### config.mk
export PLATFORM = sky130hd
export DESIGN_NAME = access_check
export DESIGN_NICKNAME = d
export VERILOG_FILES = /design/src/logic/mem_pkg.sv /design/src/logic/lsu_pkg.sv /design/src/logic/access_check.sv
export SDC_FILE = /design/constraint.sdc
export NUM_CORES = 1
export LEC_CHECK = 0
export BUFFER_PORTS_ARGS = -buffer_cell sky130_fd_sc_hd__buf_4
export CAP_MARGIN = 30
export CORE_ASPECT_RATIO = 0.7
export CORE_MARGIN = 2
export CORE_UTILIZATION = 40
export DETAILED_ROUTE_END_ITERATION = 6
export GPL_ROUTABILITY_DRIVEN = 0
export PLACE_DENSITY_LB_ADDON = 0.2
export REMOVE_ABC_BUFFERS = 1
export SYNTH_ARGS = -nofsm -noshare
export SYNTH_HDL_FRONTEND = slang
export SYNTH_SLANG_ARGS = --single-unit
### constraint.sdc
create_clock -name vclk -period 7.93
set_clock_uncertainty 0.1 [all_clocks]
set_input_delay 1.586 -clock vclk [all_inputs]
set_output_delay 1.586 -clock vclk [all_outputs]
set_load 0.03 [all_outputs]
### src/logic/mem_pkg.sv
// data, address, index and mask widths, their typedefs and the RAM geometry
package mem_pkg;

    // machine word and byte address
    localparam int XLEN = 64;
    localparam int ADDR_W = 64;

    // doubleword RAM geometry
    localparam int INDEX_W = 8;
    localparam int OFF_W = 3;
    localparam int MASK_W = 8;
    localparam int RAM_DEPTH = 256;
    localparam int WINDOW_BYTES = 2048;

    // window base out of reset
    localparam logic [ADDR_W-1:0] RESET_BASE = 64'h8000_0000;

    typedef logic [XLEN-1:0] xlen_t;
    typedef logic [ADDR_W-1:0] addr_t;

    // doubleword slot inside the window
    typedef logic [INDEX_W-1:0] ram_index_t;

    // one enable per byte lane
    typedef logic [MASK_W-1:0] byte_mask_t;

    // byte position inside a doubleword
    typedef logic [OFF_W-1:0] byte_off_t;

endpackage

### src/logic/lsu_pkg.sv
// access width enum, fault cause encoding and configuration register map
package lsu_pkg;

    // access size, shared by loads and stores
    typedef enum logic [1:0] {
        WIDTH_B = 2'b00,
        WIDTH_H = 2'b01,
        WIDTH_W = 2'b10,
        WIDTH_D = 2'b11
    } width_op_t;

    // fault cause bits
    typedef logic [1:0] cause_t;
    localparam int CAUSE_MISALIGN_BIT = 0;
    localparam int CAUSE_RANGE_BIT = 1;

    // configuration register addresses
    localparam logic [1:0] CFG_BASE = 2'd0;
    localparam logic [1:0] CFG_FAULT_ADDR = 2'd1;
    localparam logic [1:0] CFG_FAULT_COUNT = 2'd2;
    localparam logic [1:0] CFG_FAULT_CAUSE = 2'd3;

endpackage

### src/logic/access_check.sv
// access_check: window translation, alignment and range checks, gated RAM enables
`timescale 1ns/10ps

module access_check
    import mem_pkg::*;
    import lsu_pkg::*;
(
    input  addr_t      raddr,
    input  addr_t      waddr,
    input  logic       ren,
    input  logic       wen,
    input  width_op_t  width,
    input  addr_t      base,
    output logic       ram_ren,
    output logic       ram_wen,
    output ram_index_t rindex,
    output ram_index_t windex,
    output byte_off_t  roff,
    output byte_off_t  woff,
    output logic       rd_fault,
    output logic       wr_fault,
    output cause_t     rd_cause,
    output cause_t     wr_cause
);

    addr_t r_rel;
    addr_t w_rel;

    // true when the address is not a multiple of the access size
    function automatic logic is_misaligned(input addr_t addr, input width_op_t w);
        case (w)
            WIDTH_B: is_misaligned = 1'b0;
            WIDTH_H: is_misaligned = addr[0];
            WIDTH_W: is_misaligned = |addr[1:0];
            default: is_misaligned = |addr[2:0];
        endcase
    endfunction

    // offset into the window, unsigned so addresses below base wrap high
    assign r_rel = raddr - base;
    assign w_rel = waddr - base;

    assign rindex = r_rel[OFF_W +: INDEX_W];
    assign windex = w_rel[OFF_W +: INDEX_W];
    assign roff = r_rel[OFF_W-1:0];
    assign woff = w_rel[OFF_W-1:0];

    assign rd_cause[CAUSE_MISALIGN_BIT] = is_misaligned(raddr, width);
    assign rd_cause[CAUSE_RANGE_BIT] = r_rel >= addr_t'(WINDOW_BYTES);
    assign wr_cause[CAUSE_MISALIGN_BIT] = is_misaligned(waddr, width);
    assign wr_cause[CAUSE_RANGE_BIT] = w_rel >= addr_t'(WINDOW_BYTES);

    // refused accesses never reach the RAM
    assign rd_fault = ren & (|rd_cause);
    assign wr_fault = wen & (|wr_cause);
    assign ram_ren = ren & ~(|rd_cause);
    assign ram_wen = wen & ~(|wr_cause);

endmodule

# Word level (Yosys, flattened, before mapping)
# Index checks and enable logic that the tools add are counted.
[totals]
reg_bits = 0
latchBits = 0
ram_bits = 0
rom_bits = 0
out_inout_bits = 30
wordCells = 21
mem_count = 0
[op_classes]
add_sub_neg = 2
multipliers = 0
div = 0
n_lt_le_gt_ge = 2
eq_ne = 2
n_shift = 0
mux = 2
bitwise = 6
n_reduce_logical = 7
[ops]
columns = ["cell", "count"]
rows = [
  ["$ge 64x12->1 const B", 2],
  ["$sub 64x64->64", 2],
  ["$reduce_or 2->1", 4],
  ["$pmux 1 s3", 2],
  ["$reduce_or 3->1", 2],
  ["$and 1x1->1", 4],
  ["$eq 2x1->1 const B", 1],
  ["$eq 2x2->1 const B", 1],
  ["$logic_not 2->1", 1],
  ["$not 1->1", 2],
]

# Depth between registers and ports, before layout
[logic_depth]
ltp_word = 5
mapped_depth = 15
mapped_depth_nobuf = 15

# Least setup slack after synthesis
# No wires, ideal clock.
[synth_timing]
kind = "input-to-output"
start = "in raddr[0]"
end = "out rd_fault"
arrival_time_ns = 5.080
path_slack_ns = 1.164
stages = 15
path_cell_list = "inv_1 > ha_1 > inv_1 > fa_1 > a21o_1 > a221oi_4 > o31ai_4 > a22o_1 > a2111oi_0 > o41ai_1 > nor3b_1 > a21oi_1 > xnor2_1 > nor3_1 > a21boi_0"
[synth_between]
elab_chain_len = 4
word_cells_on_any_way = 7
[synth_lines]
columns = ["element", "line_no", "text"]
rows = [
  ["start: declaration", "access_check.sv:8", "input addr_t raddr,"],
  ["$sub 64x64->64 (tied with other cells)", "access_check.sv:40", "assign r_rel = raddr - base;"],
  ["$ge 64x12->1 or $pmux 1 s3 (tied branches)", "access_check.sv:49, access_check.sv:31", ""],
  ["$reduce_or 2->1 (*)", "access_check.sv:54", "assign rd_fault = ren & (|rd_cause);"],
  ["$and 1x1->1 (*)", "access_check.sv:54", ""],
  ["end: declaration", "access_check.sv:20", "output logic rd_fault,"],
]
# Every way passes the cells marked *; elsewhere a longest branch is shown, timed or not.

# Worst setup path after layout
[layout_timing]
start = "in waddr[0]"
end = "out wr_fault"
[layout_between]
elab_chain_len = 4
word_cells_on_any_way = 7
[layout_lines]
columns = ["element", "line_no", "text"]
rows = [
  ["start: declaration", "access_check.sv:9", "input addr_t waddr,"],
  ["$sub 64x64->64 (tied with other cells)", "access_check.sv:41", "assign w_rel = waddr - base;"],
  ["$ge 64x12->1 or $pmux 1 s3 (tied branches)", "access_check.sv:51, access_check.sv:31", ""],
  ["$reduce_or 2->1 (*)", "access_check.sv:55", "assign wr_fault = wen & (|wr_cause);"],
  ["$and 1x1->1 (*)", "access_check.sv:55", ""],
  ["end: declaration", "access_check.sv:21", "output logic wr_fault,"],
]
# Marks and branches as above.

==> summary.md <==
| Metric | Value |
|---|---|
| Outcome | `finished, final reports clean` |
| Post-synthesis cell count | `approximately 1.6k` |
| Number of buffers added for setup after CTS | `0` |
| # DRC | `0` |
| Site row count | `47` |
| Worst-Margin Slew | `between 1 and 1.5 ns` |
| First-pass GRT wire length | `around 67,000 µm` |
| FF+latch area | `0 µm²` |
| Slowest-stage cell, CP | `nor4_1` |
| Core box area | `between 0.02 and 0.025 mm²` |
| Area contributors post-synth | `ha_1 (17%), a21oi_1 (11%), o21ai_0 (7.4%)` |
| Ant. Diodes | `0` |
| Yosys warning total | `0` |
| CP required | `between 6 and 7 ns` |
| Net Sw Power | `0.657 mW` |
| Share of layout cells above drive strength 1 | `0.147` |
| Nets | `2,025` |
| # placed instances | `2,017` |
| Final count of negative-setup-slack endpoints | `0` |
| Max-cap violations | `0` |
| Most frequent cell after synthesis | `a21oi_1` |
| IO Port Bufs | `~230` |
| Synth cell count leaders | `a21oi_1 (210), nand2_1 (179), o21ai_0 (140)` |
| Initial core utilization | `0.405` |
| Post-cts sizing count | `0` |
| Post-DRT Antenna Nets | `0` |
| Largest net degree at the start of global routing | `14` |
| Clock Power Share | `0` |
| RSZ-0062 raised after global routing | `no` |
| Leak | `just under 5 nW` |
| Crit path max-delay family | `compound AO/OA/AOI/OAI gates` |
| Worst path buffer plus inverter count | `4` |
| Peak supply drop | `between 0.03 and 0.04 mV` |
| Hold path start | `wen` |
| Vias per cell | `6.57` |
| Final hold viol count | `0` |
| Hold depth | `3` |
| Fin crit period | `7.49 ns` |
| Delay of the slowest critical-path stage | `around 0.59 ns` |
| Final worst-path cycle share | `0.944` |
| Max-slew headroom | `0.279` |
| Arrival @ worst endpoint | `roughly 5.8 ns` |
| Non-filler cells in the finished layout | `~2k` |
| Worst Hold Class | `input port to output pin` |
| Pwr/cell area | `between 90 and 100 mW/mm²` |
| # clk buffers | `0` |
| Iter 0 DRT Violations | `between 1.5k and 2k` |
| Routed WL | `about 44,000 µm` |
| TritonRoute pass-1 iters | `6` |
| Crit path kind | `input port to output pin` |
| Crit-path max FO | `5` |
| Crit-path cells | `buf_4, inv_1, ha_1, inv_1, fa_1, a21o_1, a221o_1, a21oi_1, o211ai_1, a211oi_1, a31oi_1, nor4_1, nand4_1, nor4_1, nand4_1, and2_1, buf_4` |
| Setup WS pre-CTS | `between 0.5 and 0.6 ns` |
| Die area | `around 0.025 mm²` |
| Synth area leader | `ha_1` |
| Flop pwr share | `0` |
| Vias in the first global route | `roughly 12k` |
| Grt ovf | `0` |
| WHS Endpoint | `wr_fault` |
| I/O pin count | `226` |
| Wire per inst | `21.6 µm` |
| Mean post-synth cell area | `between 6 and 7 µm²` |
| Post-CTS Hold Buffers | `0` |
| Synth Cell Area | `approximately 0.0095 mm²` |
| Synth top area share | `0.166` |
| P&R area growth vs syn | `18.7%` |
| CP Launch Type | `input port` |
| Unique masters post-synth | `a little under 80` |
| Sequential area share after synthesis | `0` |
| Initial antenna violation count | `0` |
| Comb pwr share | `1.000` |
| Vias | `~13k` |
| Seq cells | `0` |
| Setup WS post-layout | `between 0.4 and 0.5 ns` |
| Net Sw Frac | `0.634` |
| Final Max Tran Viols | `0` |
| Chip height | `between 100 and 150 µm` |
| HPWL Detailed | `between 30,000 and 40,000 µm` |
| Total GRT Usage | `0.330` |
| Die width | `~190 µm` |
| CP endpoint kind | `output pin` |
| P_int | `0.380 mW` |
| Achievable frequency | `0.134 GHz` |
| Post-route setup TNS | `0 ns` |
==> tightest hold or removal path, cell delays in order <==
cell and delay, ns:
buf_4 0.08, and2_1 0.10, buf_4 0.15
==> final cells by class <==
type	count	area [µm²]
Fill cell	2520	12200
Inverter	106	398
Multi-Input combinational cell	1365	8780
Tap cell	318	398
Timing Repair Buffer	228	1710
==> worst max-delay path by stage <==
| stage | startpoint | end | slack (ns) | cells past startpoint |
|---|---|---|---|---|
| floorplan | raddr[0] | rd_fault | 1.16 | 15 |
| global placement | base[20] | ram_ren | 0.61 | 15 |
| detailed placement | waddr[0] | wr_fault | 0.58 | 17 |
| CTS | waddr[0] | wr_fault | 0.56 | 17 |
| global route | base[6] | wr_fault | 0.14 | 15 |
| finish | waddr[0] | wr_fault | 0.44 | 17 |
==> metrics by stage <==
stage	util	cell area, µm²	hold WS, ns	power, mW
after floorplan	-	9170	3.22	0.660
after global placement	0.481	11300	3.41	0.992
after detailed placement	0.481	11300	3.41	0.993
after CTS	0.481	11300	3.41	0.998
after global routing	0.481	11300	3.43	1.11
final	0.481	11300	3.41	1.04
==> power groups by stage <==
stage | combinational [mW] | clock, mW | sequential (mW)
floorplan | 0.660 | 0 | 0
global placement | 0.992 | 0 | 0
detailed placement | 0.993 | 0 | 0
CTS | 0.998 | 0 | 0
global route | 1.11 | 0 | 0
finish | 1.04 | 0 | 0
==> layer usage <==
metal	routed length, µm	vias to the layer above	track usage	part of all wire
li1	-	6112	-	-
met4	1500	0	0.0962	0.034
met1	18900	6136	0.471	0.44
met3	4990	119	0.0655	0.11
met2	18100	877	0.499	0.42
met5	0	-	0	0
==> cell usage in the layout (no fill, tap or decap), types with 15 or more instances in the layout <==
| cell type | Yosys | layout |
|---|---|---|
| o211ai_1 | 25 | 25 |
| nor2_1 | 136 | 136 |
| xnor2_1 | 31 | 31 |
| ha_1 | 126 | 126 |
| o21a_1 | 29 | 29 |
| nand4_1 | 79 | 79 |
| or3_1 | 15 | 15 |
| buf_4 | 1 | 228 |
| nor3_1 | 40 | 40 |
| nand2_1 | 179 | 179 |
| a21o_1 | 22 | 22 |
| a21oi_1 | 210 | 210 |
| nor4_1 | 18 | 18 |
| a31oi_1 | 22 | 22 |
| o21ai_0 | 140 | 140 |
| inv_1 | 106 | 106 |
| mux2i_1 | 18 | 18 |
| xor2_1 | 33 | 33 |
| nand3_1 | 31 | 31 |
==> cell families after synthesis <==
family / count (synthesis) / synth area share
xor gates and xnor gates: 64 / 0.0589
muxes: 19 / 0.0201
adders and majority gates: 128 / 0.170
and+or+nand+nor: 574 / 0.294
AOI/OAI and AO/OA: 580 / 0.380
buffers and inverters: 189 / 0.0771
Power figures use the tool's default switching activity.
