`config.mk`:
```
export PLATFORM = sky130hd
export DESIGN_NAME = mem_csr
export DESIGN_NICKNAME = d
export VERILOG_FILES = /design/src/logic/mem_pkg.sv /design/src/logic/lsu_pkg.sv /design/src/logic/mem_csr.sv
export SDC_FILE = /design/constraint.sdc
export NUM_CORES = 1
export LEC_CHECK = 0
export BUFFER_PORTS_ARGS = -buffer_cell sky130_fd_sc_hd__buf_2
export CAP_MARGIN = 20
export CELL_PAD_IN_SITES_DETAIL_PLACEMENT = 1
export CELL_PAD_IN_SITES_GLOBAL_PLACEMENT = 1
export CORE_ASPECT_RATIO = 0.5
export CORE_MARGIN = 3
export CORE_UTILIZATION = 36
export DETAILED_ROUTE_END_ITERATION = 16
export PLACE_DENSITY = 0.77
export SYNTH_ARGS = -nofsm -noshare
export SYNTH_HDL_FRONTEND = slang
export SYNTH_SLANG_ARGS = --single-unit
```
`constraint.sdc`:
```
create_clock -name clk -period 5.3 [get_ports clk]
set_input_delay 0.53 -clock clk [delete_from_list [all_inputs] [get_ports clk]]
set_output_delay 0.53 -clock clk [all_outputs]
set_load 0.02 [all_outputs]
```
`src/logic/mem_pkg.sv`:
```
// data, address, index and mask widths, their typedefs and the RAM geometry
package mem_pkg;

    // machine word and byte address
    localparam int XLEN = 64;
    localparam int ADDR_W = 64;

    // doubleword RAM geometry
    localparam int INDEX_W = 8;
    localparam int OFF_W = 3;
    localparam int MASK_W = 8;
    localparam int RAM_DEPTH = 256;
    localparam int WINDOW_BYTES = 2048;

    // window base out of reset
    localparam logic [ADDR_W-1:0] RESET_BASE = 64'h8000_0000;

    typedef logic [XLEN-1:0] xlen_t;
    typedef logic [ADDR_W-1:0] addr_t;

    // doubleword slot inside the window
    typedef logic [INDEX_W-1:0] ram_index_t;

    // one enable per byte lane
    typedef logic [MASK_W-1:0] byte_mask_t;

    // byte position inside a doubleword
    typedef logic [OFF_W-1:0] byte_off_t;

endpackage

```
`src/logic/lsu_pkg.sv`:
```
// access width enum, fault cause encoding and configuration register map
package lsu_pkg;

    // access size, shared by loads and stores
    typedef enum logic [1:0] {
        WIDTH_B = 2'b00,
        WIDTH_H = 2'b01,
        WIDTH_W = 2'b10,
        WIDTH_D = 2'b11
    } width_op_t;

    // fault cause bits
    typedef logic [1:0] cause_t;
    localparam int CAUSE_MISALIGN_BIT = 0;
    localparam int CAUSE_RANGE_BIT = 1;

    // configuration register addresses
    localparam logic [1:0] CFG_BASE = 2'd0;
    localparam logic [1:0] CFG_FAULT_ADDR = 2'd1;
    localparam logic [1:0] CFG_FAULT_COUNT = 2'd2;
    localparam logic [1:0] CFG_FAULT_CAUSE = 2'd3;

endpackage

```
`src/logic/mem_csr.sv`:
```
// mem_csr: window base, fault address and cause capture, saturating fault counter
`timescale 1ns/10ps

module mem_csr
    import mem_pkg::*;
    import lsu_pkg::*;
(
    input  logic       clk,
    input  logic       rst,
    input  logic       cfg_wen,
    input  logic [1:0] cfg_addr,
    input  xlen_t      cfg_wdata,
    input  logic       rd_fault,
    input  logic       wr_fault,
    input  cause_t     rd_cause,
    input  cause_t     wr_cause,
    input  addr_t      raddr,
    input  addr_t      waddr,
    output xlen_t      cfg_rdata,
    output addr_t      base
);

    addr_t           base_q;
    addr_t           fault_addr_q;
    cause_t          fault_cause_q;
    xlen_t           fault_count_q;
    logic [1:0]      fault_num;
    logic [XLEN:0]   count_sum;

    // zero, one or two faults per cycle
    assign fault_num = {1'b0, rd_fault} + {1'b0, wr_fault};
    assign count_sum = {1'b0, fault_count_q} + (XLEN+1)'(fault_num);

    always_ff @(posedge clk) begin
        if (rst) begin
            base_q <= RESET_BASE;
            fault_addr_q <= '0;
            fault_cause_q <= '0;
            fault_count_q <= '0;
        end else begin
            if (cfg_wen && cfg_addr == CFG_BASE) begin
                base_q <= cfg_wdata;
            end
            // load fault takes priority over store fault
            if (rd_fault) begin
                fault_addr_q <= raddr;
                fault_cause_q <= rd_cause;
            end else if (wr_fault) begin
                fault_addr_q <= waddr;
                fault_cause_q <= wr_cause;
            end
            // clear beats any fault in the same cycle
            if (cfg_wen && cfg_addr == CFG_FAULT_COUNT) begin
                fault_count_q <= '0;
            end else if (count_sum[XLEN]) begin
                fault_count_q <= '1;
            end else begin
                fault_count_q <= count_sum[XLEN-1:0];
            end
        end
    end

    always_comb begin
        case (cfg_addr)
            CFG_BASE:        cfg_rdata = base_q;
            CFG_FAULT_ADDR:  cfg_rdata = fault_addr_q;
            CFG_FAULT_COUNT: cfg_rdata = fault_count_q;
            default:         cfg_rdata = xlen_t'(fault_cause_q);
        endcase
    end

    assign base = base_q;

endmodule

```
# Word level (Yosys, flattened, before mapping)
# Cells that the tools add are included.
# W data, S select, Z words.
# word_totals
regBits	194
input_bits	203
# op_classes
addsub	2
n_eq_ne	2
mux	6
n_reduce_logical	5
# ops
cell	n
$mux W64	3
$pmux W64 S3	1
$add A64 B2 Y65	1
$mux W2	2
$add A1 B1 Y2	1
$eq A2 B1 Y1 const B	1
$eq A2 B2 Y1 const B	1
$logic_and A1 B1 Y1	2
$logic_not A2 Y1	1
$reduce_bool A2 Y1	1
$reduce_or A2 Y1	1

# Longest topological paths before layout
# depth
word_depth	3
depth_mapped	14

# Least setup slack after synthesis
# No wires, ideal clock.
# synth_path
path_type	input to register
start	input port wr_fault
end	register fault_count_q[8]
arrival_time_ps	4037
t_required_ps	5230
setup_slack_ps	1193
path_stages	14
path_buffers	5
cell_sequence	clkbuf_1 buf_1 clkbuf_1 inv_1 fa_1 inv_1 ha_1 nand3_1 or4_1 buf_2 nor4_4 nand2_4 buf_2 a21oi_1
# synth_between
elab_chain_cells	3
# synth_lines
element	line_no	rtl
start, declared	mem_csr.sv:14	input logic wr_fault,
$add A1 B1 Y2	mem_csr.sv:31	assign fault_num = {1'b0, rd_fault} + {1'b0, wr_fault};
$add A64 B2 Y65	mem_csr.sv:32	assign count_sum = {1'b0, fault_count_q} + (XLEN+1)'(fault_num);
$mux W64	mem_csr.sv:55	end else if (count_sum[XLEN]) begin
end signal, assigned	mem_csr.sv:58	fault_count_q <= count_sum[XLEN-1:0];
end, declared	mem_csr.sv:26	xlen_t fault_count_q;
# Every way passes these cells.
# A chain may end at the register's enable or synchronous reset.

# Worst setup path in the final report
# layout_path
start	register fault_count_q[0]
end	register fault_count_q[21]
# layout_between
elab_chain_cells	2
# layout_lines
element	line_no
$add A64 B2 Y65	mem_csr.sv:32
$mux W64	mem_csr.sv:55
# Every way passes these cells.

==> summary by stage <==
Global routing
The total global routing overflow is 0. The via count of the first global-routing pass came to 10253. The global-route wire length before repair is 62400 um. Across every metal layer, demand over resource in global routing totals 28.3%. The number of antenna violations at the first check in global routing is 11. The largest net degree at the start of global routing is 91.

Timing
The number of hold violations in the final report is 0. Setup violations remaining at the end of the flow were counted as 0. For the final database, setup skew stands at 12.5 ps.

The number of pins exceeding their max-slew limit in the final report is 0. Setup repair after global routing left no endpoint under its margin. The actual slew at the worst max-slew pin is 1090 ps.

The worst relative slew slack is 26.4%. The final clock period utilization by the worst path is 68.8%. The setup TNS after final layout is 0 ps. Timing would allow up to 274 MHz. The final critical-path required period is 3650 ps.

Final layout
The number of nets in the final layout is 1734. Cells with a size suffix above 1 make up 24.9% of the layout. Leaving out fill and tap cells, the most frequent cell in the layout is buf_2. Fill cells in the final layout number 3396. From synthesis to final layout, the design area changed by 24.3%. Summing all non-filler instances in the final layout gives an area of 0.0123 mm2. The combined area of the multi-input logic cells is 0.00560 mm2. The sequential cell area in the final layout is 0.00388 mm2. The library cells used most frequently in the layout, excluding fill and tap cells, are buf_2 (326), nand2_1 (221), dfxtp_1 (194), a21oi_1 (161), nor2_1 (144).

Detailed routing
The number of iterations in the first detailed-routing pass is 5. The final wirelength is 42900 um. In the final routed layout, each cell accounts on average for 22.6 um. The via density per instance is 5.59.

Once detail routing completed, the nets flagged for antenna violations numbered 0. The number of DRC violations after detailed-routing iteration 0 is 929. The number of remaining DRC errors is 0. The total number of vias is 10626.

Clock tree
The clock passes through at most 2 buffers. The clock tree synthesis step divided the H-tree into 4 levels. The total clock sinks is 194. Clock tree synthesis selected as its root buffer the cell clkbuf_16. In this run, post-CTS hold repair placed 0 buffers.

Counting the buffers created by CTS gives 17. Clock-pin slew was measured on the worst setup and hold paths at 70 ps. Post-CTS repair changed the size of 0 cells.

The post-CTS setup buffer count is 0. TritonCTS built the clock tree. The insertion delay to the later sink of the worst-skew pair is 460 ps.

Synthesis
Yosys mapped the design onto 43 distinct sky130hd cell types. The synthesized netlist devotes 13.2% of its cell area to compound gates. Among all flip-flop cells after synthesis, the most frequent one is dfxtp_1.

The part of the Yosys area used for sequential elements is 39.3%. The number of nets produced by synthesis is 1473. The simple-gate share of the synthesized area is 24.5%. Counting every instance in the synthesized netlist gives 1268. By area, the combinational part of the netlist is dominated by simple AND/OR/NAND/NOR gates.

The proportion of synthesized flip-flops having asynchronous set or reset is 0%. The synthesized design contains 194 register bits. The area share of fa/ha/maj cells after synthesis is 0.329%. In this run the cell area of the synthesized design comes to 0.00988 mm2. Yosys mapped a number of flops with a built-in enable equal to 0. After Yosys synthesis, XOR and XNOR cells account for 3.99% of the synthesized area. After synthesis, the mean cell area works out to 7.79 um2. The share of cell area taken by muxes after synthesis is 14.6%. The number of warnings reported in the yosys synthesis log is 0.

Min path
The worst hold path was traced through 3 stages. The worst-case hold path end point is base[31]$_SDFFE_PP1P_. The worst hold path startpoint is cfg_wdata[31]. The worst hold path class is input pin to flip-flop.

Floorplanning
In this run the vertical extent of the chip is 123 um. 331 I/O pins were placed. The floorplan step defined a die boundary enclosing 0.0296 mm2. After floorplanning, the core was divided into 42 placement rows. Once the floorplan was initialized, standard cells occupied 37.0% of the core. The die extent in x is 240 um.

In this run the standard cell core region covers 0.0267 mm2.

Status
The flow ran to the end, and the final reports show no timing, DRC or antenna violations.

Power and ir drop
The maximum resistive drop on vdd is 0.232 mV. The leakage power summed over all cells is 5.37 nW. The design draws 0.00328 W.

Dividing total power by cell area gives a power density of 267 mW/mm2.

Place
The congestion estimate from routability-driven global placement came to 0.943. Summing all placed instances gives a cell area of 0.0117 mm2. Detailed placement ended at an HPWL of 32400 um. The number of port buffers is 330.

Setup path
At the worst endpoint, the arrival time is 4010 ps. The type of the worst setup path is flip-flop to flip-flop. The data required time of the worst path is 5660 ps. The worst-case reg-to-reg path depth is 10. The worst reg2reg path startpoint is fault_count_q[0]$_SDFF_PP0_. In this run the critical register-to-register path is captured at fault_count_q[21]$_SDFF_PP0_. The maximum fanout encountered on the critical timing path is 24. The endpoint kind of the worst setup timing path is a flip-flop. The worst register-to-register path has a setup slack of 1650 ps.

The startpoint type of the worst setup path is a flip-flop.

Run
Across the run, the number of max-cap violations was 0.
## per-layer routing
| metal | up-vias | share of wire [%] | global-route usage, % | wire length (um) |
|---|---|---|---|---|
| li1 | 4916 | - | - | - |
| met1 | 5292 | 45 | 38.8 | 19100 |
| met2 | 352 | 47 | 45.9 | 20300 |
| met3 | 60 | 6.1 | 5.01 | 2630 |
| met4 | 6 | 2.1 | 8.62 | 901 |
| met5 | - | 0.079 | 0 | 34 |
## state kept, by name, indices dropped and copies added (netlist names)
register       count
fault_addr_q      64
base              64
fault_cause_q      2
fault_count_q     64
## stage by stage
stage	instances	setup slack, ps	util, %	hold slack (ps)
after floorplan	1268	1190	-	500
after global placement	1862	1420	43.8	456
after detailed placement	1862	1240	43.8	464
after CTS	1894	1670	45.9	277
after global routing	1900	1380	46.0	294
final	1901	1650	46.0	297
## how the worst max path moves through the flow
stage / end / from / slack (ps)
floorplan: fault_count_q[8]$_SDFF_PP0_ / wr_fault / 1190
global placement: fault_count_q[20]$_SDFF_PP0_ / wr_fault / 1420
detailed placement: fault_count_q[18]$_SDFF_PP0_ / wr_fault / 1240
CTS: fault_count_q[18]$_SDFF_PP0_ / fault_count_q[0]$_SDFF_PP0_ / 1670
global route: fault_count_q[21]$_SDFF_PP0_ / fault_count_q[0]$_SDFF_PP0_ / 1380
finish: fault_count_q[21]$_SDFF_PP0_ / fault_count_q[0]$_SDFF_PP0_ / 1650
## report_power, final
part	total, W	internal (W)	leakage, nW	switching, W
Clock	0.00128	0.000660	0.274	0.000615
Combinational	0.000461	0.000173	3.51	0.000288
Sequential	0.00155	0.00151	1.58	0.0000383
Total	0.00328	0.00234	5.37	0.000941
## worst max-delay path, stage by stage, from the launching register on
cell	delay [ps]
dfxtp_1	450
inv_1	90
fa_1	410
inv_1	100
ha_1	200
nand3_1	160
or4_1	560
buf_4	220
nor4_4	620
nand3_2	490
o21ai_0	240
## synth_stat cells (2+ instances only)
cell / instances / area share (%)
nand2_1: 221 / 8.4
dfxtp_1: 194 / 39
a21oi_1: 161 / 8.2
nor2_1: 144 / 5.5
mux2i_1: 138 / 14
o21ai_0: 83 / 4.2
clkbuf_1: 81 / 3.1
xnor2_1: 34 / 3.0
nand3_1: 30 / 1.5
nor4_1: 25 / 1.6
nand4_1: 22 / 1.4
and4_1: 17 / 1.5
nor3_1: 16 / 0.81
and3_1: 14 / 0.89
and2_1: 13 / 0.82
buf_1: 13 / 0.49
xor2_1: 11 / 0.98
inv_1: 8 / 0.30
buf_2: 6 / 0.30
or4_1: 5 / 0.38
a22oi_1: 3 / 0.23
nor2b_1: 3 / 0.19
a31oi_1: 2 / 0.13
and4b_1: 2 / 0.20
mux4_2: 2 / 0.46
nand3b_1: 2 / 0.15
nor4_4: 2 / 0.43
## cell families (layout without fill, tap and decap cells)
group	Yosys count	count (layout)
simple gates	524	524
fa+ha+maj	2	2
other cells	0	7
mux	141	141
buf+inv	108	382
xor+xnor	45	45
compound gates	254	254
flops	194	194
## area by class of cell
type | count | share of cell area, %
inverters | 8 | 0.245
clock inverters | 8 | 0.550
diodes | 7 | 0.143
repair buffers | 342 | 14.3
multi-input cells | 966 | 45.6
flip-flops and latches | 194 | 31.6
clock buffers | 24 | 4.00
well taps | 352 | 3.59
No activity file was read; power rests on OpenSTA's default activity.
