--- src/logic/mem_pkg.sv ---
// data, address, index and mask widths, their typedefs and the RAM geometry
package mem_pkg;

    // machine word and byte address
    localparam int XLEN = 64;
    localparam int ADDR_W = 64;

    // doubleword RAM geometry
    localparam int INDEX_W = 8;
    localparam int OFF_W = 3;
    localparam int MASK_W = 8;
    localparam int RAM_DEPTH = 256;
    localparam int WINDOW_BYTES = 2048;

    // window base out of reset
    localparam logic [ADDR_W-1:0] RESET_BASE = 64'h8000_0000;

    typedef logic [XLEN-1:0] xlen_t;
    typedef logic [ADDR_W-1:0] addr_t;

    // doubleword slot inside the window
    typedef logic [INDEX_W-1:0] ram_index_t;

    // one enable per byte lane
    typedef logic [MASK_W-1:0] byte_mask_t;

    // byte position inside a doubleword
    typedef logic [OFF_W-1:0] byte_off_t;

endpackage

--- src/logic/lsu_pkg.sv ---
// access width enum, fault cause encoding and configuration register map
package lsu_pkg;

    // access size, shared by loads and stores
    typedef enum logic [1:0] {
        WIDTH_B = 2'b00,
        WIDTH_H = 2'b01,
        WIDTH_W = 2'b10,
        WIDTH_D = 2'b11
    } width_op_t;

    // fault cause bits
    typedef logic [1:0] cause_t;
    localparam int CAUSE_MISALIGN_BIT = 0;
    localparam int CAUSE_RANGE_BIT = 1;

    // configuration register addresses
    localparam logic [1:0] CFG_BASE = 2'd0;
    localparam logic [1:0] CFG_FAULT_ADDR = 2'd1;
    localparam logic [1:0] CFG_FAULT_COUNT = 2'd2;
    localparam logic [1:0] CFG_FAULT_CAUSE = 2'd3;

endpackage

--- src/logic/store_align.sv ---
// store_align: byte mask and lane placement of store data
`timescale 1ns/10ps

module store_align
    import mem_pkg::*;
    import lsu_pkg::*;
(
    input  xlen_t      wdata,
    input  width_op_t  width,
    input  byte_off_t  woff,
    output byte_mask_t wmask,
    output xlen_t      wline
);

    byte_mask_t size_mask;

    // low-aligned mask by access size
    always_comb begin
        case (width)
            WIDTH_B: size_mask = 8'h01;
            WIDTH_H: size_mask = 8'h03;
            WIDTH_W: size_mask = 8'h0f;
            default: size_mask = 8'hff;
        endcase
    end

    // move the mask to the addressed lanes
    assign wmask = size_mask << woff;

    // low bytes of wdata land on the masked lanes
    // bits shifted past the mask are never written
    assign wline = wdata << {woff, 3'b000};

endmodule

--- config.mk ---
export PLATFORM = sky130hd
export DESIGN_NAME = store_align
export DESIGN_NICKNAME = d
export VERILOG_FILES = /design/src/logic/mem_pkg.sv /design/src/logic/lsu_pkg.sv /design/src/logic/store_align.sv
export SDC_FILE = /design/constraint.sdc
export NUM_CORES = 1
export LEC_CHECK = 0
export ABC_AREA = 1
export BUFFER_PORTS_ARGS = -buffer_cell sky130_fd_sc_hd__buf_2
export CORE_MARGIN = 4
export CORE_UTILIZATION = 44
export DETAILED_ROUTE_END_ITERATION = 8
export PLACE_DENSITY_LB_ADDON = 0.25
export SLEW_MARGIN = 25
export SYNTH_ARGS = -nofsm -noshare
export SYNTH_HDL_FRONTEND = slang
export SYNTH_SLANG_ARGS = --single-unit
--- constraint.sdc ---
create_clock -name vclk -period 0.9
set_input_delay 0.045 -clock vclk [all_inputs]
set_output_delay 0.045 -clock vclk [all_outputs]
set_load 0.02 [all_outputs]
### Word-level counts from Yosys, hierarchy flattened

Index checks and enable logic that the tools add are counted.

| cells by class | value |
|---|---|
| shift operators | 2 |
| mux-type cells | 1 |
| reductions and logical operators | 1 |
| equality and inequality tests | 2 |

Operators by type and width:

| kind | number |
|---|---|
| left shift 64 x 6 -> 64 bit | 1 |
| case mux 8 bit (3 select lines) | 1 |
| left shift 8 x 3 -> 8 bit | 1 |
| equality test 2 x 1 -> 1 bit (second input constant) | 1 |
| equality test 2 bit (second input constant) | 1 |
| zero test 2 bit | 1 |

| word-level totals | value |
|---|---|
| register bits | 0 |
| logic and storage cells | 6 |

### Longest topological paths before layout

Gate-level depths: netlist of run 1.

| depth | value |
|---|---|
| word-level depth | 3 |
| gate-level depth with buffers | 8 |
| mapped depth without buffers | 6 |

### Worst setup path before layout of run 1

OpenSTA, ideal clock, no wires.

| timing path | value |
|---|---|
| path type | in2out |
| start | input woff[0] |
| end | output wline[24] |
| data arrival time | 0.866 ns |
| slack | -0.011 ns |
| cell stages on the path | 7 |
| cells stage by stage | buf_6 > inv_4 > buf_4 > nand2_1 > nand3_1 > nand2_1 > nor2_1 |

| on the way | value |
|---|---|
| word-level cells in the longest chain between the ends | 1 |

Ends and longest elaborated chain:

| element | RTL line | source |
|---|---|---|
| start: declaration | store_align.sv:10 | `input byte_off_t woff,` |
| left shift 64 x 6 -> 64 bit | store_align.sv:32 | `assign wline = wdata << {woff, 3'b000};` |
| end: declaration | store_align.sv:12 | `output xlen_t wline` |

Every way passes these cells.

### Worst setup path after layout of run 1

| timing path | value |
|---|---|
| start | input woff[0] |
| end | output wline[50] |

Same word-level chain as after synthesis.

==> results.sh, run 1 <==
export IMPL_status="complete, but fails checks"
export IMPL_violations="negative setup slack"
export IMPL_netlist_area_um2=2070
export IMPL_seq_area_um2=0
export IMPL_grt_start_max_net_pins=36
export IMPL_grt_overflow_total=0
export IMPL_io_pins=141
export IMPL_vias_per_cell=5.99
export IMPL_fin_crit_sh_pct=131
export IMPL_synthToLayoutAreaGrowth_pct=82.1
export IMPL_p_leak_nw=2.14
export IMPL_p_per_area_nw_per_um2=662
export IMPL_path_common_cell="nand2_1"
export IMPL_syn_area_per_cell_um2=4.38
export IMPL_design_seq_count=0
export IMPL_rows=24
export IMPL_worst_pin_slew_ns=0.226
export IMPL_max_freq_ghz=0.850
export IMPL_crit_path_max_incr_delay_ns=0.22
export IMPL_finalHoldViolCount=0
export IMPL_core_um2=4440
export IMPL_nClkBuffers=0
export IMPL_cpMaxStageDelayCell="nor2_4"
export IMPL_yosys_warnings=0
export IMPL_grt_use_total_pct=30.2
export IMPL_routed_wl_mm=11.2
export IMPL_drive_above_1_share_pct=42.6
export IMPL_antenna_cells=0
export IMPL_synth_seq_area_share_pct=0
export IMPL_fp_dieH_um=76.6
export IMPL_path_class="primary input to primary output"
export IMPL_worstSetupEndpointType="primary output"
export IMPL_grt_pass1_vias=3159
export IMPL_rsz0062_at_grt="true"
export IMPL_crit_required_ns=0.85
export IMPL_die_w_um=76.6
export IMPL_fin_nets=682
export IMPL_drc=0
export IMPL_drt_iter0_drc=502
export IMPL_setup_ws_ns=-0.277
export IMPL_initial_core_util_pct=46.6
export IMPL_synth_fp_nets=542
export IMPL_postRouteAntennaNets=0
export IMPL_grt_pass1_wl_mm=15.2
export IMPL_hpwlAfterDp_mm=6.76
export IMPL_critPathArrivalTime_ns=1.13
export IMPL_relSlewSlack_pct=84.9
export IMPL_holdBufCountCts=0
export IMPL_wire_per_inst_um=16.9
export IMPL_drt_first_pass_iters=8
export IMPL_hp_class="primary input to primary output"
export IMPL_portBuffers=141
export IMPL_place_congestion=0.921
export IMPL_totalPowerFinal_w=0.00250
export IMPL_slew_viol_final=0
export IMPL_antenna_found_initial=0
export IMPL_synthCells=473
export IMPL_synthDistinctLibCells=16
export IMPL_ir_drop_v=0.000558
export IMPL_drv_cap=0
export IMPL_path_max_fanout=7
export IMPL_crit_chain="buf_8, buf_12, buf_12, nor2_4, nand2_2, nand2_1, nand2_1, nand2_1, buf_6"
export IMPL_post_place_ws_ns=-0.233
export IMPL_fillers=304
export IMPL_critPathLaunchType="primary input"
export IMPL_final_setup_viol_count=71
export IMPL_die_area_um2=5870
export IMPL_multiInputGateArea_um2=2050
export IMPL_via_count=3969
export IMPL_fin_crit_ns=1.18
-- critical path: cells and delay by family --
kind,cells,cell delay [ns]
AND/OR/NAND/NOR,5,0.59
buffers and inverters,4,0.50
-- power by group --
group	internal, W	switching (W)
sequential	0	0
clock	0	0
combinational	0.00104	0.00146
-- repair_timing --
action	4_1_cts	5_1_grt
cloned	3	4
setup buffers	2	3
pin swaps	27	29
endpoints found under the setup margin	72	72
resized for setup	112	97
-- worst paths after layout --
| kind | startpoint | endpoint | depth (start not counted) |
|---|---|---|---|
| max | woff[0] | wline[50] | 9 |
| min | wdata[4] | wline[36] | 4 |
-- metal layers --
metal	vias to the layer above	global-route usage, %	routed length (um)
met5	-	0	0
met1	1720	43.1	4160
met2	377	48.9	5080
li1	1798	-	-
met3	74	4.14	1480
met4	0	3.80	482
-- area by class of cell --
| class | count | area share [%] |
|---|---|---|
| Multi-Input combinational cell | 409 | 54.4 |
| Timing Repair Buffer | 169 | 39.8 |
| Inverter | 32 | 3.78 |
| Tap cell | 52 | 1.72 |
| Timing Repair inverter | 1 | 0.232 |
-- synthesized netlist by cell type, drive strengths merged --
cell	instances	share of area, %
a21oi	11	2.7
buf	29	9.7
clkbuf	5	0.91
inv	32	6.0
nand2	230	42
nand3	135	33
nand4	1	0.30
nor2	29	5.6
o21ai	1	0.24
-- placed cells by master (no fill, tap or decap), types with 10 or more instances in the layout --
cell and count:
nand2_1 179, nor2_2 12, inv_1 26, buf_12 13, nand2_2 45, nor2_4 10, buf_4 32, buf_2 77
buf_6 40, nand3_1 129
-- cells by family after synthesis --
family	share of synthesized area (%)
AOI/OAI and AO/OA	2.90
buffers and inverters	16.6
and+or+nand+nor	80.5
-- through the flow --
stage / cell area [um^2] / TNS (ns) / std cells / hold slack [ns] / util, %
2_1_floorplan: 2100 / 0 / 473 / 0.209 / -
3_3_place_gp: 2960 / -7.90 / 651 / 0.434 / 66.6
3_5_place_dp: 2960 / -9.16 / 651 / 0.439 / 66.6
4_1_cts: 3360 / -5.91 / 656 / 0.437 / 75.6
5_1_grt: 3770 / -12.97 / 663 / 0.472 / 84.9
6_report: 3770 / -9.95 / 663 / 0.455 / 84.9
Power figures use the tool's default switching activity.
==> inputs of run 2 (changes only) <==
--- a/config.mk
+++ b/config.mk
@@ -11,6 +11,7 @@
 export CORE_UTILIZATION = 44
 export DETAILED_ROUTE_END_ITERATION = 8
 export PLACE_DENSITY_LB_ADDON = 0.25
+export RECOVER_POWER = 100
 export SLEW_MARGIN = 25
 export SYNTH_ARGS = -nofsm -noshare
 export SYNTH_HDL_FRONTEND = slang
==> results.sh, run 2 (synthesis results as in run 1) <==
export IMPL_status="complete, but fails checks"
export IMPL_violations="negative setup slack"
export IMPL_critPathLaunchType="primary input"
export IMPL_p_leak_nw=2.14
export IMPL_fin_nets=682
export IMPL_fp_dieH_um=76.6
export IMPL_holdWs_ns=0.455
export IMPL_hp_class="primary input to primary output"
export IMPL_design_seq_count=0
export IMPL_crit_path_max_incr_delay_ns=0.21
export IMPL_drt_first_pass_iters=7
export IMPL_fin_crit_ns=1.17
export IMPL_hpwlAfterDp_mm=6.76
export IMPL_p_switching_w=0.00146
export IMPL_post_place_ws_ns=-0.233
export IMPL_holdBufCountCts=0
export IMPL_crit_chain="buf_8, buf_12, buf_12, nor2_4, nand2_2, nand2_1, nand2_1, nand2_1, buf_6"
export IMPL_die_area_um2=5870
export IMPL_grt_start_max_net_pins=36
export IMPL_rows=24
export IMPL_grt_overflow_total=0
export IMPL_rsz0062_at_grt="true"
export IMPL_nClkBuffers=0
export IMPL_critPathTopFamily="simple AND/OR/NAND/NOR gates"
export IMPL_relSlewSlack_pct=85.2
export IMPL_seq_area_um2=0
export IMPL_grt_pass1_wl_mm=15.2
export IMPL_power_share_sequential_pct=0
export IMPL_vias_per_cell=5.97
export IMPL_drc=0
export IMPL_grt_use_total_pct=30.2
export IMPL_final_cell_mix="179 x nand2_1, 129 x nand3_1, 77 x buf_2"
export IMPL_die_w_um=76.6
export IMPL_swShare_pct=58.5
export IMPL_cpMaxStageDelayCell="nor2_4"
export IMPL_critPathArrivalTime_ns=1.12
export IMPL_grt_pass1_vias=3159
export IMPL_ir_drop_v=0.000560
export IMPL_drive_above_1_share_pct=42.6
export IMPL_io_pins=141
export IMPL_p_per_area_nw_per_um2=662
export IMPL_initial_core_util_pct=46.6
export IMPL_fillers=307
export IMPL_antenna_cells=0
export IMPL_crit_required_ns=0.85
export IMPL_cp_num_buf_inv=4
export IMPL_fin_crit_sh_pct=130
export IMPL_path_max_fanout=7
export IMPL_place_congestion=0.921
export IMPL_worst_pin_slew_ns=0.221
export IMPL_core_um2=4440
export IMPL_postRouteAntennaNets=0
export IMPL_portBuffers=141
export IMPL_path_common_cell="nand2_1"
export IMPL_p_comb_share_pct=100.0
export IMPL_hp_start="wdata[4]"
export IMPL_whs_path_depth=4
export IMPL_slew_viol_final=0
export IMPL_whs_endpoint="wline[36]"
export IMPL_via_count=3958
export IMPL_path_class="primary input to primary output"
export IMPL_p_clk_share_pct=0
export IMPL_antenna_found_initial=0
export IMPL_setup_ws_ns=-0.269
export IMPL_drt_iter0_drc=502
export IMPL_wire_per_inst_um=16.9
export IMPL_worstSetupEndpointType="primary output"
export IMPL_synthToLayoutAreaGrowth_pct=81.4
export IMPL_final_setup_viol_count=72
export IMPL_max_freq_ghz=0.856
export IMPL_finalHoldViolCount=0
export IMPL_routed_wl_mm=11.2
export IMPL_intPower_w=0.00103
export IMPL_critPathLaunch="woff[0]"
export IMPL_final_common_cell="nand2_1"
export IMPL_totalPowerFinal_w=0.00249
export IMPL_drv_cap=0
==> run 2: cell count changes in the layout (fill, tap and decap cells not counted), sizes merged <==
| cell | delta |
|---|---|
| buf | -1 |
| clkbuf | +1 |
==> run 2: area by class of cell <==
type	instances	area, um^2	area share (%)
multi-input combinational	409	2050	54.6
tap	52	65.1	1.73
timing repair buffer	169	1490	39.6
timing repair inverter	1	8.76	0.233
inverter	32	143	3.79
==> run 2: what timing repair did <==
item	CTS	global route
cloned	3	4
pin swaps	27	29
buffers inserted	2	3
endpoints found under the setup margin	72	72
endpoints found under the hold margin	0	0
resized for setup	112	97
==> run 2: worst max path at each step <==
stage / slack, ns / cells after the start / to
4_1_cts: -0.17 / 9 / wline[49]
2_1_floorplan: 0.003 / 7 / wline[25]
5_1_grt: -0.29 / 9 / wline[50]
3_5_place_dp: -0.23 / 8 / wline[34]
3_3_place_gp: -0.21 / 8 / wline[34]
6_report: -0.27 / 9 / wline[50]
==> run 2: stage by stage <==
step	instances	setup TNS, ns	util [%]	instance area [um^2]
floorplan	473	0	-	2100
global placement	651	-7.90	66.6	2960
detailed placement	651	-9.16	66.6	2960
CTS	656	-5.91	75.6	3360
global route	663	-12.83	84.6	3760
finish	663	-9.94	84.6	3760
==> run 2: layer usage <==
| metal | GRT usage (%) | vias to the layer above | wire length, um |
|---|---|---|---|
| met4 | 3.80 | 0 | 399 |
| li1 | - | 1796 | - |
| met2 | 48.9 | 348 | 5210 |
| met3 | 4.14 | 54 | 1350 |
| met5 | 0 | - | 0 |
| met1 | 43.1 | 1760 | 4270 |
==> run 2: worst min-delay path, cell delays in order <==
cell     delay (ns)
buf_2          0.14
nand2_4        0.06
nand2_2        0.05
buf_6          0.11
==> run 2: power groups by stage <==
stage	registers [W]	logic (W)	clock network, W
floorplan	0	0.00119	0
global placement	0	0.00185	0
detailed placement	0	0.00188	0
CTS	0	0.00219	0
global route	0	0.00264	0
finish	0	0.00249	0
